`src/include/board_cfg.svh`:
```
// -----------------------------------------------------------
// Board build constants; the status bit positions must match the OSD menu
// -----------------------------------------------------------
`ifndef BOARD_CFG_SVH
`define BOARD_CFG_SVH

// Game colour width per channel
`define BOARD_COLORW      4

// Reset sequencing, in clk_sys cycles
`define BOARD_RST_HOLD    16
`define BOARD_GAME_HOLD   8

// Vertical blanks between LED toggles while downloading
`define BOARD_LED_BLINK   8

// OSD status word bit positions
`define BOARD_ST_ROTATE   2
`define BOARD_ST_FLIP     3
`define BOARD_ST_FM_OFF   4
`define BOARD_ST_PSG_OFF  5
`define BOARD_ST_PAUSE    6
`define BOARD_ST_TEST     7
`define BOARD_ST_SCAN     8
`define BOARD_ST_BW       11
`define BOARD_ST_AUTOFIRE 18

`endif

```
`src/design/board_pkg.sv`:
```
// -----------------------------------------------------------
// Board control types; status_t layout follows the BOARD_ST_* positions
// -----------------------------------------------------------
`default_nettype none

`include "board_cfg.svh"

package board_pkg;

    // OSD status word, bit 63 first
    typedef struct packed {
        logic [62-`BOARD_ST_AUTOFIRE:0]            rsv_hi;
        logic                                      autofire;
        logic [`BOARD_ST_AUTOFIRE-`BOARD_ST_BW-2:0] rsv_mid;
        logic                                      bw_en;
        logic [2:0]                                scanlines;
        logic                                      test;
        logic                                      pause;
        logic                                      psg_off;
        logic                                      fm_off;
        logic                                      flip;
        logic                                      rotate;
        logic [`BOARD_ST_ROTATE-1:0]               rsv_lo;
    } status_t;

    typedef struct packed {
        logic       rotate;
        logic       flip;
        logic       enable_fm;
        logic       enable_psg;
        logic       pause;
        logic       test;
        logic [2:0] scanlines;
        logic       bw_en;
        logic       autofire;
    } dip_t;

    // Button 1 is buttons[0]
    typedef struct packed {
        logic [5:0] buttons;
        logic       up;
        logic       down;
        logic       left;
        logic       right;
    } joy_t;

    typedef struct packed {
        logic rst;
        logic rst_n;
        logic game_rst;
        logic game_rst_n;
    } board_rst_t;

endpackage

`default_nettype wire

```
`src/design/video_pkg.sv`:
```
// -----------------------------------------------------------
// Video stage types; colour width comes from BOARD_COLORW
// -----------------------------------------------------------
`default_nettype none

`include "board_cfg.svh"

package video_pkg;

    // Game colour as produced by the core
    typedef struct packed {
        logic [`BOARD_COLORW-1:0] r;
        logic [`BOARD_COLORW-1:0] g;
        logic [`BOARD_COLORW-1:0] b;
    } rgb_t;

    // One extra bit after the bandwidth filter
    typedef struct packed {
        logic [`BOARD_COLORW:0] r;
        logic [`BOARD_COLORW:0] g;
        logic [`BOARD_COLORW:0] b;
    } rgb_wide_t;

    typedef struct packed {
        logic [7:0] r;
        logic [7:0] g;
        logic [7:0] b;
    } rgb8_t;

    // Blanking signals are active low
    typedef struct packed {
        logic hs;
        logic vs;
        logic lhbl;
        logic lvbl;
    } sync_t;

endpackage

`default_nettype wire

```
`src/design/board_reset.sv`:
```
// -----------------------------------------------------------
// rst is async on arst_n, held BOARD_RST_HOLD cycles after lock
// -----------------------------------------------------------
`timescale 1ns/10ps
`default_nettype none

`include "board_cfg.svh"

module board_reset (
    input  wire logic                  clk_sys,
    input  wire logic                  arst_n,
    input  wire logic                  pll_locked,
    input  wire logic                  rst_req,
    input  wire logic                  downloading,
    output board_pkg::board_rst_t      board_rst
);

    localparam int RW = $clog2(`BOARD_RST_HOLD + 1);
    localparam int GW = $clog2(`BOARD_GAME_HOLD + 1);

    logic [RW-1:0] rst_cnt;
    logic [GW-1:0] game_cnt;
    logic          rst_cause;
    logic          rst;
    logic          game_rst;

    assign rst_cause = ~pll_locked | rst_req;

    // System reset hold counter
    always_ff @(posedge clk_sys or negedge arst_n) begin
        if (!arst_n) begin
            rst_cnt <= RW'(`BOARD_RST_HOLD);
        end else if (rst_cause) begin
            rst_cnt <= RW'(`BOARD_RST_HOLD);
        end else if (rst_cnt != '0) begin
            rst_cnt <= rst_cnt - 1'b1;
        end
    end

    // Game reset extends past rst and any download
    always_ff @(posedge clk_sys or negedge arst_n) begin
        if (!arst_n) begin
            game_cnt <= GW'(`BOARD_GAME_HOLD);
        end else if (rst || downloading) begin
            game_cnt <= GW'(`BOARD_GAME_HOLD);
        end else if (game_cnt != '0) begin
            game_cnt <= game_cnt - 1'b1;
        end
    end

    assign rst      = rst_cnt != '0;
    // OR with rst so the game reset never lags the first cycle
    assign game_rst = rst | (game_cnt != '0);

    assign board_rst.rst        = rst;
    assign board_rst.rst_n      = ~rst;
    assign board_rst.game_rst   = game_rst;
    assign board_rst.game_rst_n = ~game_rst;

endmodule

`default_nettype wire

```
`src/design/board_dip.sv`:
```
// -----------------------------------------------------------
// OSD settings are one cycle behind status; FM and PSG on by default
// -----------------------------------------------------------
`timescale 1ns/10ps
`default_nettype none

module board_dip (
    input  wire logic              clk_sys,
    input  wire logic              arst_n,
    input  wire logic              rst,
    input  board_pkg::status_t     status,
    input  wire logic              osd_shown,
    output board_pkg::dip_t        dip
);

    always_ff @(posedge clk_sys or negedge arst_n) begin
        if (!arst_n) begin
            dip            <= '0;
            dip.enable_fm  <= 1'b1;
            dip.enable_psg <= 1'b1;
        end else if (rst) begin
            dip            <= '0;
            dip.enable_fm  <= 1'b1;
            dip.enable_psg <= 1'b1;
        end else begin
            dip.rotate     <= status.rotate;
            dip.flip       <= status.flip;
            // Menu bits are "off" switches
            dip.enable_fm  <= ~status.fm_off;
            dip.enable_psg <= ~status.psg_off;
            // Game stops while the OSD is open
            dip.pause      <= status.pause | osd_shown;
            dip.test       <= status.test;
            dip.scanlines  <= status.scanlines;
            dip.bw_en      <= status.bw_en;
            dip.autofire   <= status.autofire;
        end
    end

endmodule

`default_nettype wire

```
`src/design/board_inputs.sv`:
```
// -----------------------------------------------------------
// Board inputs are active high; game side is active low, one cycle later
// -----------------------------------------------------------
`timescale 1ns/10ps
`default_nettype none

module board_inputs (
    input  wire logic           clk_sys,
    input  wire logic           arst_n,
    input  wire logic           rst,
    input  wire logic           vs,
    input  wire logic           flip,
    input  wire logic           autofire,
    input  board_pkg::joy_t     board_joystick1,
    input  board_pkg::joy_t     board_joystick2,
    input  wire logic [1:0]     board_start,
    input  wire logic [1:0]     board_coin,
    output board_pkg::joy_t     game_joystick1,
    output board_pkg::joy_t     game_joystick2,
    output logic      [1:0]     game_start,
    output logic      [1:0]     game_coin
);

    logic       vs_l;
    logic       vs_rise;
    logic [1:0] phase;

    // Flip, autofire and active-low conversion for one player
    function automatic board_pkg::joy_t cond_joy(
        input board_pkg::joy_t j,
        input logic            flip_en,
        input logic            af_en,
        input logic            ph
    );
        board_pkg::joy_t c;
        c = j;
        if (flip_en) begin
            c.up    = j.down;
            c.down  = j.up;
            c.left  = j.right;
            c.right = j.left;
        end
        if (af_en && j.buttons[0]) begin
            c.buttons[0] = ph;
        end
        return board_pkg::joy_t'(~c);
    endfunction

    assign vs_rise = vs & ~vs_l;

    // Autofire phase per player, restarts when button 1 is let go
    always_ff @(posedge clk_sys or negedge arst_n) begin
        if (!arst_n) begin
            vs_l  <= 1'b0;
            phase <= '0;
        end else if (rst) begin
            vs_l  <= 1'b0;
            phase <= '0;
        end else begin
            vs_l <= vs;
            if (!board_joystick1.buttons[0]) begin
                phase[0] <= 1'b0;
            end else if (vs_rise) begin
                phase[0] <= ~phase[0];
            end
            if (!board_joystick2.buttons[0]) begin
                phase[1] <= 1'b0;
            end else if (vs_rise) begin
                phase[1] <= ~phase[1];
            end
        end
    end

    // Released level is all ones
    always_ff @(posedge clk_sys or negedge arst_n) begin
        if (!arst_n) begin
            game_joystick1 <= '1;
            game_joystick2 <= '1;
            game_start     <= '1;
            game_coin      <= '1;
        end else if (rst) begin
            game_joystick1 <= '1;
            game_joystick2 <= '1;
            game_start     <= '1;
            game_coin      <= '1;
        end else begin
            game_joystick1 <= cond_joy(board_joystick1, flip, autofire, phase[0]);
            game_joystick2 <= cond_joy(board_joystick2, flip, autofire, phase[1]);
            game_start     <= ~board_start;
            game_coin      <= ~board_coin;
        end
    end

endmodule

`default_nettype wire

```
`src/design/board_led.sv`:
```
// -----------------------------------------------------------
// Blink rate depends on the game frame rate while downloading
// -----------------------------------------------------------
`timescale 1ns/10ps
`default_nettype none

`include "board_cfg.svh"

module board_led (
    input  wire logic clk_sys,
    input  wire logic arst_n,
    input  wire logic rst,
    input  wire logic lvbl,
    input  wire logic downloading,
    input  wire logic osd_shown,
    input  wire logic game_led,
    output logic      led
);

    localparam int CW = $clog2(`BOARD_LED_BLINK);

    logic          lvbl_l;
    logic [CW-1:0] vb_cnt;
    logic          blink;

    always_ff @(posedge clk_sys or negedge arst_n) begin
        if (!arst_n) begin
            lvbl_l <= 1'b0;
            vb_cnt <= '0;
            blink  <= 1'b0;
            led    <= 1'b0;
        end else if (rst) begin
            lvbl_l <= 1'b0;
            vb_cnt <= '0;
            blink  <= 1'b0;
            led    <= 1'b0;
        end else begin
            lvbl_l <= lvbl;
            if (!downloading) begin
                // Next download starts from a clean count
                vb_cnt <= '0;
                blink  <= 1'b0;
            end else if (lvbl_l && !lvbl) begin
                if (vb_cnt == CW'(`BOARD_LED_BLINK - 1)) begin
                    vb_cnt <= '0;
                    blink  <= ~blink;
                end else begin
                    vb_cnt <= vb_cnt + 1'b1;
                end
            end
            led <= downloading ? blink : (game_led ^ osd_shown);
        end
    end

endmodule

`default_nettype wire

```
`src/design/video_bw_out.sv`:
```
// -----------------------------------------------------------
// Outputs update only on pxl_cen; the filter averages adjacent pixels
// -----------------------------------------------------------
`timescale 1ns/10ps
`default_nettype none

`include "board_cfg.svh"

module video_bw_out (
    input  wire logic          clk_sys,
    input  wire logic          arst_n,
    input  wire logic          rst,
    input  wire logic          pxl_cen,
    input  wire logic          bw_en,
    input  video_pkg::rgb_t    game_rgb,
    input  video_pkg::sync_t   game_sync,
    output video_pkg::rgb8_t   video_rgb,
    output video_pkg::sync_t   video_sync,
    output logic               video_de
);

    localparam int CW = `BOARD_COLORW;
    localparam int WW = `BOARD_COLORW + 1;

    video_pkg::rgb_t      prev;
    video_pkg::rgb_wide_t wide;

    // Sum of two pixels, or the pixel doubled when the filter is off
    function automatic logic [WW-1:0] filt(
        input logic [CW-1:0] cur,
        input logic [CW-1:0] last,
        input logic          en
    );
        return en ? (WW'(cur) + WW'(last)) : {cur, 1'b0};
    endfunction

    // Replicate the top bits into the new LSBs
    function automatic logic [7:0] expand8(input logic [WW-1:0] c);
        return {c, c[WW-1 -: 8-WW]};
    endfunction

    assign wide.r = filt(game_rgb.r, prev.r, bw_en);
    assign wide.g = filt(game_rgb.g, prev.g, bw_en);
    assign wide.b = filt(game_rgb.b, prev.b, bw_en);

    always_ff @(posedge clk_sys or negedge arst_n) begin
        if (!arst_n) begin
            prev       <= '0;
            video_rgb  <= '0;
            video_sync <= '0;
            video_de   <= 1'b0;
        end else if (rst) begin
            prev       <= '0;
            video_rgb  <= '0;
            video_sync <= '0;
            video_de   <= 1'b0;
        end else if (pxl_cen) begin
            prev        <= game_rgb;
            video_rgb.r <= expand8(wide.r);
            video_rgb.g <= expand8(wide.g);
            video_rgb.b <= expand8(wide.b);
            video_sync  <= game_sync;
            video_de    <= game_sync.lhbl & game_sync.lvbl;
        end
    end

endmodule

`default_nettype wire

```
`src/design/board_top.sv`:
```
// -----------------------------------------------------------
// Single clock domain; game_led bit 1 is not shown on the board LED
// -----------------------------------------------------------
`timescale 1ns/10ps
`default_nettype none

module board_top (
    input  wire logic               clk_sys,
    input  wire logic               arst_n,
    input  wire logic               pll_locked,
    input  wire logic               rst_req,
    input  wire logic               downloading,
    input  board_pkg::status_t      status,
    input  board_pkg::joy_t         board_joystick1,
    input  board_pkg::joy_t         board_joystick2,
    input  wire logic [1:0]         board_start,
    input  wire logic [1:0]         board_coin,
    input  wire logic               osd_shown,
    input  wire logic [1:0]         game_led,
    input  video_pkg::rgb_t         game_rgb,
    input  video_pkg::sync_t        game_sync,
    input  wire logic               pxl_cen,
    output board_pkg::board_rst_t   board_rst,
    output board_pkg::dip_t         dip,
    output board_pkg::joy_t         game_joystick1,
    output board_pkg::joy_t         game_joystick2,
    output logic      [1:0]         game_start,
    output logic      [1:0]         game_coin,
    output logic                    led,
    output video_pkg::rgb8_t        video_rgb,
    output video_pkg::sync_t        video_sync,
    output logic                    video_de
);

    board_reset u_reset (
        .clk_sys     ( clk_sys        ),
        .arst_n      ( arst_n         ),
        .pll_locked  ( pll_locked     ),
        .rst_req     ( rst_req        ),
        .downloading ( downloading    ),
        .board_rst   ( board_rst      )
    );

    board_dip u_dip (
        .clk_sys     ( clk_sys        ),
        .arst_n      ( arst_n         ),
        .rst         ( board_rst.rst  ),
        .status      ( status         ),
        .osd_shown   ( osd_shown      ),
        .dip         ( dip            )
    );

    board_inputs u_inputs (
        .clk_sys         ( clk_sys         ),
        .arst_n          ( arst_n          ),
        .rst             ( board_rst.rst   ),
        .vs              ( game_sync.vs    ),
        .flip            ( dip.flip        ),
        .autofire        ( dip.autofire    ),
        .board_joystick1 ( board_joystick1 ),
        .board_joystick2 ( board_joystick2 ),
        .board_start     ( board_start     ),
        .board_coin      ( board_coin      ),
        .game_joystick1  ( game_joystick1  ),
        .game_joystick2  ( game_joystick2  ),
        .game_start      ( game_start      ),
        .game_coin       ( game_coin       )
    );

    board_led u_led (
        .clk_sys     ( clk_sys        ),
        .arst_n      ( arst_n         ),
        .rst         ( board_rst.rst  ),
        .lvbl        ( game_sync.lvbl ),
        .downloading ( downloading    ),
        .osd_shown   ( osd_shown      ),
        .game_led    ( game_led[0]    ),
        .led         ( led            )
    );

    video_bw_out u_video (
        .clk_sys     ( clk_sys        ),
        .arst_n      ( arst_n         ),
        .rst         ( board_rst.rst  ),
        .pxl_cen     ( pxl_cen        ),
        .bw_en       ( dip.bw_en      ),
        .game_rgb    ( game_rgb       ),
        .game_sync   ( game_sync      ),
        .video_rgb   ( video_rgb      ),
        .video_sync  ( video_sync     ),
        .video_de    ( video_de       )
    );

endmodule

`default_nettype wire

```
`config.mk`:
```
export PLATFORM = sky130hd
export DESIGN_NAME = board_top
export DESIGN_NICKNAME = d
export VERILOG_FILES = /design/src/design/board_pkg.sv /design/src/design/video_pkg.sv /design/src/design/board_reset.sv /design/src/design/board_dip.sv /design/src/design/board_inputs.sv /design/src/design/board_led.sv /design/src/design/video_bw_out.sv /design/src/design/board_top.sv
export VERILOG_INCLUDE_DIRS = /design/src /design/src/include
export SDC_FILE = /design/constraint.sdc
export NUM_CORES = 1
export LEC_CHECK = 0
export BUFFER_PORTS_ARGS = -buffer_cell sky130_fd_sc_hd__buf_4
export CAP_MARGIN = 10
export CORE_MARGIN = 5
export CORE_UTILIZATION = 48
export DETAILED_ROUTE_END_ITERATION = 12
export HOLD_SLACK_MARGIN = 0.12
export PLACE_DENSITY = 0.91
export SLEW_MARGIN = 20
export SYNTH_ARGS = -nofsm -noshare
export SYNTH_HDL_FRONTEND = slang
export SYNTH_HIERARCHICAL = 1
export SYNTH_SLANG_ARGS = --single-unit
```
`constraint.sdc`:
```
create_clock -name clk_sys -period 2 [get_ports clk_sys]
set_clock_uncertainty 0.05 [all_clocks]
set_input_delay 0.3 -clock clk_sys [delete_from_list [all_inputs] [get_ports clk_sys]]
set_output_delay 0.3 -clock clk_sys [all_outputs]
set_load 0.03 [all_outputs]
```
==> summary.txt, run 1 <==
Pwr
  • Pint: 2700 uW
  • Comb pwr share: 18.0%
  • P_sw: 965.3 uW
  • Clk pwr share: 32.2%
  • PD cells: 642.6 nW/um2
  • Peak supply drop: 451.3 uV
  • Leakage: 0.002690 uW
  • Seq pwr share: 49.8%
  • Switching part of the total power: 26.33%
  • Pwr Total: 3666 uW

Timing
  • Unrepaired setup endpoints after global routing: true
  • Fin. Hold Viols: 0
  • Final Cycle Share: 99.78%
  • Min Tclk post-route: 1.996 ns
  • Final setup fails: 0
  • Setup ws final: 0.004496 ns
  • Slew @ Worst Pin: 0.5087 ns
  • Highest Clock Rate: 501.1 MHz
  • Worst slew margin: 66.09%
  • Slew Limit Fails: 0

Route
  • Via Count: 3171
  • Post-DRT Antenna Nets: 0
  • Initial DRC count: 133
  • Total wire length: 10040 um
  • Drt wl/cell: 16.02 um
  • 1st-pass router iterations: 4
  • Drt drc: 0
  • Vias per cell: 5.057

Synth
  • Synth Flop Type: dfrtp_1
  • Sequential element share of the synthesized area: 52.32%
  • Yosys warnings: 6
  • Synth Area per Inst: 11.51 um2
  • Flops & latches, synth: 85
  • Distinct cells, synth: 44
  • FFs w/ async S/R, synth: 100.0%
  • Synthesized Nets: 492
  • EDFF count, synth: 0
  • Post-Syn Instances: 359
  • Netlist Area Pre-Place: 4133 um2

Clocking
  • Clk buf depth: 2
  • Clock buffer count from CTS: 9
  • CTS tree: built
  • Number of H-tree levels: 3
  • Clk slew on worst S/H paths: 0.08 ns
  • Worst skew pair latency: 0.34 ns
  • Clock Sinks: 85
  • Root Driver: clkbuf_8

GRT
  • First-pass GRT wire length: 15820 um
  • Global-route usage over all layers: 19.12%
  • Largest net degree at the start of global routing: 53
  • GRT overflow: 0
  • Vias in the first global route: 3367
  • Initial antenna violation count: 0

Placement
  • Routability cong.: 0.7628
  • Setup Slack @ Placement: 0.1529 ns
  • # port buffers: 127
  • Detailed placement HPWL: 6845 um

Die
  • IO Pins: 182
  • Die Area: 10570 um2
  • Initial Util: 49.80%
  • Die width: 102.8 um
  • Core area: 8299 um2
  • Chip height: 102.8 um
  • Core Rows: 33

Critical path
  • Crit Path Class: reg2out
  • WP data required: 1.65 ns
  • R2R setup slack: 0.07 ns
  • Critical path arrival: 1.65 ns
  • Critical-path maximum fanout: 2
  • R2R depth: 8
  • CP Launch Type: flop
  • Critical R2R Capture: u_reset/game_cnt[3]$_DFFE_PN1P_
  • R2r startpoint: u_reset/rst_cnt[1]$_DFFE_PN0P_
  • Critical Path Start: u_reset/game_cnt[0]$_DFFE_PN0P_
  • Worst setup path end: board_rst[1]
  • Worst setup EP type: primary output

Finish
  • Layout fillers: 575
  • Ratio of cells with drive above 1 in the final layout: 39.85%
  • Most common cell after layout, fill and taps aside: buf_4
  • Ant diodes: 0
  • Most frequent cells in the layout: buf_4 (143), dfrtp_1 (57), mux2i_1 (36)
  • Fin nets: 650
  • Layout area overhead: 38.03%

Min path
  • Hold Startpoint: status[7]
  • Tightest Hold Check Type: in2reg
  • Hold Path Depth: 2

Run status
  • Run status: completed

Job
  • Max cap viols: 0
worst max-delay path: stages (launching register included):
cell,delay (ns)
dfrtp_1,0.40
inv_2,0.09
ha_4,0.13
or3b_4,0.39
nor2_4,0.14
inv_2,0.04
buf_6,0.13
cells in the mapped netlist, types with 4 or more instances:
library cell / number / area (um2)
dfrtp_1: 57 / 1426
mux2i_1: 36 / 360.4
nor2_1: 35 / 131.4
nand2b_1: 29 / 181.4
dfstp_2: 28 / 735.7
inv_1: 19 / 71.32
ha_1: 17 / 212.7
a21oi_1: 14 / 70.07
nor2b_1: 14 / 87.58
buf_4: 13 / 97.59
nand3_1: 10 / 50.05
or2_1: 8 / 50.05
xnor2_1: 7 / 61.31
a211oi_1: 6 / 45.04
buf_6: 5 / 56.30
nand3b_1: 5 / 37.54
o21ai_0: 5 / 25.02
buf_2: 4 / 20.02
nand2_1: 4 / 15.01
nor3_1: 4 / 20.02
state kept, by name (all words and copies together), names as in the netlist:
register	cells
u_dip/dip	11
u_reset/game_cnt	4
u_led/blink	1
u_inputs/phase	2
u_inputs/vs_l	1
u_video/video_rgb	15
u_inputs/game_coin	2
u_video/prev	12
u_video/video_sync	4
u_inputs/game_joystick2	10
u_led/led	1
u_reset/rst_cnt	5
u_led/lvbl_l	1
u_inputs/game_joystick1	10
u_video/video_de	1
u_led/vb_cnt	3
u_inputs/game_start	2
power groups by stage:
stage	logic [uW]	registers, uW	clock network, uW
after detailed placement	577	1860	0
after global routing	710	1830	1300
after CTS	643	1820	1230
final	658	1830	1180
after global placement	557	1850	0
after floorplan	258	1930	0
final cells by class:
type                    instances  area [um2]  share of cell area, %
multi-input cells             229        1753                  30.73
flip-flops and latches         85        2162                  37.90
inverters                      20       75.07                  1.316
clock inverters                 3       16.27                 0.2852
well taps                     105       131.4                  2.303
clock buffers                  13       180.2                  3.159
repair buffers                172        1386                  24.30
kinds of logic (layout without fill, tap and decap cells):
family,count (synthesis),after routing,synth area share (%)
compound gates,36,36,5.813
buf+inv,45,208,6.297
fa+ha+maj,20,20,6.600
flops,85,85,52.32
mux,36,36,8.719
simple gates,128,128,18.35
xor+xnor,9,9,1.907
what timing repair did:
action	CTS	global route
buffers inserted	11	4
pin swaps	3	2
gates resized for setup	8	3
endpoints found under the hold margin	54	1
hold buffers	24	1
endpoints found under the setup margin	3	8
through the flow:
stage | cell area, um2 | TNS [ns] | std cells | util (%) | hold slack, ns
after floorplan | 4146 | -0.8052 | 359 | - | -0.04559
after CTS | 5643 | 0 | 622 | 67.99 | 0.1269
after global placement | 5105 | 0 | 571 | 61.51 | 0.2267
final | 5704 | 0 | 627 | 68.73 | 0.1450
after global routing | 5704 | -0.1305 | 627 | 68.73 | 0.1384
after detailed placement | 5105 | 0 | 571 | 61.51 | 0.2343
worst min path at each step:
stage	to	slack (ns)
2_1_floorplan	u_dip/dip[0]$_DFF_PN0_	-0.05
3_5_place_dp	u_video/video_rgb[19]$_DFFE_PN0P_	0.23
3_3_place_gp	u_video/prev[8]$_DFFE_PN0P_	0.23
5_1_grt	u_dip/dip[5]$_DFF_PN0_	0.14
6_report	u_dip/dip[5]$_DFF_PN0_	0.15
4_1_cts	u_dip/dip[6]$_DFF_PN0_	0.13
metal layers:
metal / global-route usage (%) / up-vias / share of wire [%] / routed length (um)
met5: 0 / - / 0 / 0
met4: 7.271 / 0 / 2.1 / 210
met3: 4.398 / 19 / 4.9 / 489
met2: 33.71 / 94 / 55 / 5517
met1: 22.72 / 1550 / 38 / 3827
li1: - / 1508 / - / -
Note: power is estimated with default switching activity, not from simulation.
==> run 2, diff against run 1 <==
- ABC_AREA: unset -> 1
- CORE_UTILIZATION: 48 -> 45
- PLACE_DENSITY: 0.91 -> 0.77
==> run 2 against run 1 <==
- maximum frequency rose by 4.6%
- global-route usage down 0.27 points
- hold slack got worse by 0.014 ns
- sequential power is essentially flat
- wire length shrank 1.0%
- flip-flop and latch count stayed put
- via count grew 6.7%
- clock power rose by 3%
==> summary.txt, run 2 <==
Min path
  • Hold Path Depth: 2 (unchanged)
  • Hold Crit Endpoint: u_video/video_sync[3]$_DFFE_PN0P_ (was u_dip/dip[5]$_DFF_PN0_)
  • Tightest Hold Check Type: in2reg (unchanged)
  • Hold Startpoint: game_sync[3] (was status[7])

Job
  • Max cap viols: 0 (unchanged)

Finish
  • Top reg by flops: u_video/video_rgb (unchanged)
  • Ant diodes: 0 (unchanged)
  • Max FFs per register: 15 (unchanged)
  • Layout area overhead: 39.57% (was 38.03%)
  • Top flop regs: u_video/video_rgb (15), u_video/prev (12), u_dip/dip (11) (unchanged)
  • Utilization of the core after routing: 64.43% (was 68.73%)
  • Most frequent cells in the layout: buf_4 (138), nand2_1 (97), inv_1 (60) (was buf_4 (143), dfrtp_1 (57), mux2i_1 (36))
  • Fin cells: 701 (was 627)
  • Fin nets: 721 (was 650)
  • Ratio of cells with drive above 1 in the final layout: 35.24% (was 39.85%)
  • Most common cell after layout, fill and taps aside: buf_4 (unchanged)

Route
  • M1 WL: 4036 um (was 3827 um)
  • Via Count: 3384 (was 3171)
  • Drt wl/cell: 14.18 um (was 16.02 um)
  • Vias per cell: 4.827 (was 5.057)
  • Total wire length: 9943 um (was 10040 um)
  • 1st-pass router iterations: 6 (was 4)
  • Post-DRT Antenna Nets: 0 (unchanged)
  • WL met3: 614 um (was 489 um)
  • Drt drc: 0 (unchanged)
  • Wire length on met2: 5111 um (was 5517 um)
  • Max layer used: met4 (unchanged)
  • Initial DRC count: 105 (was 133)

Synth
  • Count leader, synth: nand2_1 (was dfrtp_1)
  • Sequential element share of the synthesized area: 53.97% (was 52.32%)
  • Synthesized Nets: 559 (was 492)
  • Flops & latches, synth: 85 (unchanged)
  • Cells taking the most area after synthesis: dfrtp_1 (36%), dfstp_2 (18%), nand2_1 (9.1%) (was dfrtp_1 (35%), dfstp_2 (18%), mux2i_1 (8.7%))
  • Distinct cells, synth: 31 (was 44)
  • Synth Area per Inst: 9.405 um2 (was 11.51 um2)
  • Synth top cells by count: nand2_1 (97), inv_1 (64), dfrtp_1 (57), dfstp_2 (28), nor2_1 (27) (was dfrtp_1 (57), mux2i_1 (36), nor2_1 (35), nand2b_1 (29), dfstp_2 (28))
  • FFs w/ async S/R, synth: 100.0% (unchanged)
  • Synth area leader: dfrtp_1 (unchanged)
  • Yosys warnings: 6 (unchanged)
  • EDFF count, synth: 0 (unchanged)
  • Netlist Area Pre-Place: 4006 um2 (was 4133 um2)
  • Post-Syn Instances: 426 (was 359)
  • Area fraction of the dominant cell type after synthesis: 35.60% (was 34.51%)
  • Synth Flop Type: dfrtp_1 (unchanged)

Die
  • Core Rows: 34 (was 33)
  • Die width: 104.4 um (was 102.8 um)
  • IO Pins: 182 (unchanged)
  • Initial Util: 46.16% (was 49.80%)
  • Die Area: 10890 um2 (was 10570 um2)
  • Core area: 8678 um2 (was 8299 um2)
  • Chip height: 104.4 um (was 102.8 um)

Timing
  • Fin. Hold Viols: 0 (unchanged)
  • Slew @ Worst Pin: 0.5411 ns (was 0.5087 ns)
  • Setup TNS: 0 ns (unchanged)
  • Min Tclk post-route: 1.908 ns (was 1.996 ns)
  • Final Cycle Share: 95.42% (was 99.78%)
  • Slew Limit Fails: 0 (unchanged)
  • Setup ws final: 0.09166 ns (was 0.004496 ns)
  • Worst slew margin: 63.92% (was 66.09%)
  • Unrepaired setup endpoints after global routing: false (was true)
  • Final setup fails: 0 (unchanged)
  • Highest Clock Rate: 524.0 MHz (was 501.1 MHz)

Critical path
  • WP data required: 1.65 ns (about the same)
  • CP Launch Type: flop (unchanged)
  • Critical-path maximum fanout: 4 (was 2)
  • Largest stage delay, worst path: 0.40 ns (about the same)
  • Critical path arrival: 1.56 ns (was 1.65 ns)
  • R2R depth: 9 (was 8)
  • Crit Path Class: reg2out (unchanged)
  • Critical R2R Capture: u_video/video_rgb[2]$_DFFE_PN0P_ (was u_reset/game_cnt[3]$_DFFE_PN1P_)
  • Worst setup EP type: primary output (unchanged)
  • R2r startpoint: u_reset/rst_cnt[1]$_DFFE_PN0P_ (unchanged)
  • Cells along the critical path: inv_2, ha_1, nand2_1, nor2_2, inv_2, nor2_4, inv_1, buf_4 (was inv_2, ha_4, or3b_4, nor2_4, inv_2, buf_6)
  • Critical path buffers and inverters: 4 (was 3)
  • Cell family with most CP delay: flip-flops (was simple AND/OR/NAND/NOR gates)
  • R2R setup slack: 0.25 ns (was 0.07 ns)
  • Critical Path Slowest Stage Cell: dfrtp_1 (unchanged)
  • CP most frequent cell: inv_2 (unchanged)

Placement
  • Placed cells: 648 (was 571)
  • Routability cong.: 0.8131 (was 0.7628)
  • Setup Slack @ Placement: 0.1816 ns (was 0.1529 ns)
  • # port buffers: 127 (unchanged)
  • Detailed placement HPWL: 6985 um (was 6845 um)

Clocking
  • Clock Sinks: 85 (unchanged)
  • Number of H-tree levels: 3 (unchanged)
  • CTS tree: built (unchanged)
  • Clk slew on worst S/H paths: 0.08 ns (about the same)
  • Clk buf depth: 2 (unchanged)
  • Worst skew pair latency: 0.36 ns (was 0.34 ns)
  • Root Driver: clkbuf_8 (unchanged)
  • Clock buffer count from CTS: 9 (unchanged)

GRT
  • First-pass GRT wire length: 16900 um (was 15820 um)
  • Vias in the first global route: 3508 (was 3367)
  • Largest net degree at the start of global routing: 45 (was 53)
  • Global-route usage over all layers: 18.85% (was 19.12%)
  • Initial antenna violation count: 0 (unchanged)
  • GRT overflow: 0 (unchanged)

Run status
  • Run status: completed (unchanged)

Pwr
  • Leakage: 0.002947 uW (was 0.002690 uW)
  • Pwr Total: 3664 uW (was 3666 uW)
  • PD cells: 655.3 nW/um2 (was 642.6 nW/um2)
  • Peak supply drop: 370.8 uV (was 451.3 uV)
-- run 2: through the flow --
stage               instance area, um2  hold slack [ns]
finish                            5592           0.1309
global route                      5592           0.1295
global placement                  4997           0.2702
floorplan                         4006         -0.04559
CTS                               5567           0.1209
detailed placement                4997           0.2675
-- run 2: cells by family (layout without fill, tap and decap cells) --
logic type | count (synthesis) | after routing | synth area share (%)
and+or+nand+nor | 161 | 161 | 17.68
buffers and inverters | 93 | 260 | 10.74
DFF | 85 | 85 | 53.97
AOI/OAI and AO/OA | 62 | 62 | 9.713
adders and majority gates | 20 | 20 | 6.808
xor gates and xnor gates | 5 | 5 | 1.093
-- run 2: repair_timing --
action,in CTS,in global routing
gates resized for setup,8,6
buffers inserted,3,1
hold buffers,33,0
hold endpoints to repair,59,0
endpoints found under the setup margin,3,6
pin swaps,2,1
-- run 2: worst register-to-register path: stages (launching register included) --
cell     delay (ns)
dfrtp_1        0.38
inv_1          0.12
ha_4           0.17
nand3_4        0.14
buf_4          0.20
inv_2          0.08
nand2_4        0.12
inv_4          0.18
o21ai_0        0.11
o21ai_1        0.14
-- run 2: how the worst max path moves through the flow --
stage | cells past startpoint | start | slack [ns] | endpoint
floorplan | 8 | u_reset/game_cnt[0]$_DFFE_PN0P_ | 0.05 | board_rst[1]
global placement | 8 | u_reset/rst_cnt[0]$_DFFE_PN0P_ | 0.25 | u_video/video_rgb[2]$_DFFE_PN0P_
detailed placement | 6 | u_reset/rst_cnt[0]$_DFFE_PN0P_ | 0.18 | u_inputs/game_joystick1[2]$_DFF_PN1_
CTS | 8 | u_reset/game_cnt[1]$_DFFE_PN0P_ | 0.01 | board_rst[1]
global route | 8 | u_reset/game_cnt[0]$_DFFE_PN0P_ | 0.01 | board_rst[1]
finish | 8 | u_reset/game_cnt[0]$_DFFE_PN0P_ | 0.09 | board_rst[1]
-- run 2: metal layers --
layer | vias up | global-route usage, %
met5 | - | 0
met2 | 89 | 32.76
li1 | 1655 | -
met3 | 14 | 4.780
met1 | 1626 | 22.41
met4 | 0 | 6.846
-- run 2: where the power goes --
| group | switching, uW | internal [uW] |
|---|---|---|
| Combinational | 345 | 270 |
| Sequential | 33.9 | 1790 |
| Clock | 633 | 591 |
-- run 2: cell type report --
| type | count | area, um2 |
|---|---|---|
| clock buffer | 10 | 127.6 |
| sequential | 85 | 2162 |
| tap | 108 | 135.1 |
| multi-input combinational | 248 | 1439 |
| inverter | 72 | 272.8 |
| clock inverter | 6 | 68.82 |
| timing repair buffer | 172 | 1386 |
| fill | 706 | 3087 |
==> run 3, diff against run 2 <==
- CORE_ASPECT_RATIO: unset -> 0.9
- CORE_MARGIN: 5 -> 3
==> run 3 against run 2 <==
- worst setup slack lost 0.028 ns
- power grew 3.3%
- first-iteration DRC count grew 60%
- flip-flop and latch count is the same
- critical path type unchanged
- largest cell class unchanged
- largest power group unchanged
==> summary.txt, run 3 (synthesized netlist as in run 2, its figures left out) <==
Run status
  • Run status: completed (unchanged)

Critical path
  • Worst setup EP type: primary output (unchanged)
  • Critical Path Slowest Stage Cell: dfrtp_1 (unchanged)
  • R2r startpoint: u_reset/rst_cnt[0]$_DFFE_PN0P_ (was u_reset/rst_cnt[1]$_DFFE_PN0P_)
  • Largest stage delay, worst path: 0.41 ns (was 0.40 ns)
  • Crit Path Class: reg2out (unchanged)
  • Critical-path maximum fanout: 4 (unchanged)
  • Critical R2R Capture: u_video/video_rgb[20]$_DFFE_PN0P_ (was u_video/video_rgb[2]$_DFFE_PN0P_)
  • Critical path arrival: 1.59 ns (was 1.56 ns)
  • R2R setup slack: 0.17 ns (was 0.25 ns)
  • CP most frequent cell: inv_2 (unchanged)
  • Cells along the critical path: inv_2, ha_1, nand2_2, nor2_4, inv_2, nor2_2, inv_1, buf_4 (was inv_2, ha_1, nand2_1, nor2_2, inv_2, nor2_4, inv_1, buf_4)
  • CP Launch Type: flop (unchanged)
  • WP data required: 1.65 ns (about the same)
  • R2R depth: 8 (was 9)

Die
  • Die Area: 10070 um2 (was 10890 um2)
  • Core area: 8608 um2 (was 8678 um2)
  • Die width: 105.5 um (was 104.4 um)
  • Core Rows: 32 (was 34)
  • IO Pins: 182 (unchanged)
  • Chip height: 95.52 um (was 104.4 um)
  • Initial Util: 46.54% (was 46.16%)

Finish
  • Layout area overhead: 40.60% (was 39.57%)
  • Top flop regs: u_video/video_rgb (15), u_video/prev (12), u_dip/dip (11) (unchanged)
  • Top reg by flops: u_video/video_rgb (unchanged)
  • Fin cells: 713 (was 701)
  • Utilization of the core after routing: 65.44% (was 64.43%)
  • FF+latch area: 2162 um2 (unchanged)
  • Multi-input gate area: 1431 um2 (was 1439 um2)
  • Fin nets: 722 (was 721)
  • Max FFs per register: 15 (unchanged)
  • Ant diodes: 0 (unchanged)
  • Layout fillers: 673 (was 706)
  • Ratio of cells with drive above 1 in the final layout: 35.35% (was 35.24%)
  • Most common cell after layout, fill and taps aside: buf_4 (unchanged)
  • Most frequent cells in the layout: buf_4 (139), nand2_1 (96), inv_1 (61) (was buf_4 (138), nand2_1 (97), inv_1 (60))

Route
  • Drt wl/cell: 14.08 um (was 14.18 um)
  • Drt drc: 0 (unchanged)
  • Vias per cell: 4.799 (was 4.827)
  • 1st-pass router iterations: 4 (was 6)
  • Via Count: 3422 (was 3384)
  • Total wire length: 10040 um (was 9943 um)
  • Initial DRC count: 168 (was 105)
  • Post-DRT Antenna Nets: 0 (unchanged)

Clocking
  • Root Driver: clkbuf_8 (unchanged)
  • CTS tree: built (unchanged)
  • Worst skew pair latency: 0.35 ns (was 0.36 ns)
  • Clk slew on worst S/H paths: 0.08 ns (about the same)
  • Clock Sinks: 85 (unchanged)
  • Clock buffer count from CTS: 9 (unchanged)
  • Number of H-tree levels: 3 (unchanged)
  • Clk buf depth: 2 (unchanged)

Timing
  • Hold Slack: 0.1435 ns (was 0.1309 ns)
  • Final Cycle Share: 96.83% (was 95.42%)
  • Fin. Hold Viols: 0 (unchanged)
  • Worst slew margin: 62.56% (was 63.92%)
  • Slew Limit Fails: 0 (unchanged)
  • Final setup fails: 0 (unchanged)
  • Min Tclk post-route: 1.937 ns (was 1.908 ns)
  • Highest Clock Rate: 516.4 MHz (was 524.0 MHz)
  • Slew @ Worst Pin: 0.5616 ns (was 0.5411 ns)
  • Unrepaired setup endpoints after global routing: true (was false)

Pwr
  • Pwr Total: 3787 uW (was 3664 uW)
  • PD cells: 672.3 nW/um2 (was 655.3 nW/um2)
  • Peak supply drop: 433.2 uV (was 370.8 uV)
  • Leakage: 0.002954 uW (was 0.002947 uW)

GRT
  • Largest net degree at the start of global routing: 44 (was 45)
  • GRT overflow: 0 (unchanged)
  • Initial antenna violation count: 0 (unchanged)
  • First-pass GRT wire length: 15770 um (was 16900 um)
  • Vias in the first global route: 3379 (was 3508)
  • Global-route usage over all layers: 19.81% (was 18.85%)

Min path
  • Tightest Hold Check Type: in2reg (unchanged)
  • Hold Path Depth: 2 (unchanged)
  • Hold Startpoint: game_rgb[0] (was game_sync[3])
  • Hold Crit Endpoint: u_video/prev[0]$_DFFE_PN0P_ (was u_video/video_sync[3]$_DFFE_PN0P_)

Placement
  • Placed cells: 657 (was 648)
  • Detailed placement HPWL: 6882 um (was 6985 um)
  • # port buffers: 127 (unchanged)
  • Routability cong.: 0.8442 (was 0.8131)

Job
  • Max cap viols: 0 (unchanged)
## run 3: changes by cell type in the layout (fill, tap and decap cells not counted)
cell | previous run | this run
buf_4 | 138 | 139
bufinv_16 | 1 | 2
clkbuf_8 | 9 | 10
clkinv_2 | 0 | 1
clkinv_4 | 1 | 0
clkinvlp_4 | 0 | 2
ha_2 | 0 | 1
ha_4 | 1 | 0
inv_1 | 60 | 61
inv_2 | 11 | 10
inv_4 | 3 | 0
inv_6 | 2 | 1
nand2_1 | 97 | 96
nand2_2 | 1 | 2
## run 3: metal layers
metal  GRT usage [%]  routed length, um  vias up
met3           6.093                591       19
met5               0                  0        -
met1           24.58               4139     1638
met2           33.60               5131      108
li1                -                  -     1657
met4           5.902                175        0
## run 3: how the worst max path moves through the flow
stage,start,end,cells after the start
2_1_floorplan,u_reset/game_cnt[0]$_DFFE_PN0P_,board_rst[1],8
3_3_place_gp,u_reset/rst_cnt[0]$_DFFE_PN0P_,u_inputs/game_joystick1[1]$_DFF_PN1_,6
3_5_place_dp,u_reset/rst_cnt[0]$_DFFE_PN0P_,u_inputs/game_joystick2[2]$_DFF_PN1_,6
4_1_cts,u_reset/game_cnt[1]$_DFFE_PN0P_,board_rst[1],8
5_1_grt,u_reset/game_cnt[1]$_DFFE_PN0P_,board_rst[1],8
6_report,u_reset/game_cnt[1]$_DFFE_PN0P_,board_rst[1],8
## run 3: through the flow
stage / area (um2) / setup slack [ns] / TNS, ns
2_1_floorplan: 4006 / 0.04996 / 0
3_3_place_gp: 5009 / 0.1924 / 0
3_5_place_dp: 5009 / 0.08962 / 0
4_1_cts: 5587 / 0.03405 / 0
5_1_grt: 5633 / -0.04082 / -0.04082
6_report: 5633 / 0.06333 / 0
## run 3: critical path, delay by kind of cell, from the launching register on
kind / cells / cell delay [ns]
DFF: 1 / 0.41
buffers and inverters: 4 / 0.35
and+or+nand+nor: 3 / 0.34
adders and majority gates: 1 / 0.15
## run 3: area by class of cell
class                           instances  share of cell area, %
Multi-Input combinational cell        248                  25.41
Sequential cell                        85                  38.38
Inverter                               72                  4.820
Clock inverter                          5                  1.488
Clock buffer                           11                  2.510
Timing Repair Buffer                  173                  24.74
Tap cell                              119                  2.643
## run 3: power breakdown
part	total (uW)	leakage [uW]	switching (uW)	internal (uW)
Sequential	1830	0.00108	34.4	1790
Combinational	617	0.00176	350	267
Clock	1340	0.000106	601	742
## run 3: what timing repair did
item | CTS | global route
buffers inserted | 2 | 5
hold buffers | 33 | 0
endpoints found under the setup margin | 2 | 4
endpoints found under the hold margin | 53 | 0
pin swaps | 1 | 2
resized for setup | 4 | 5
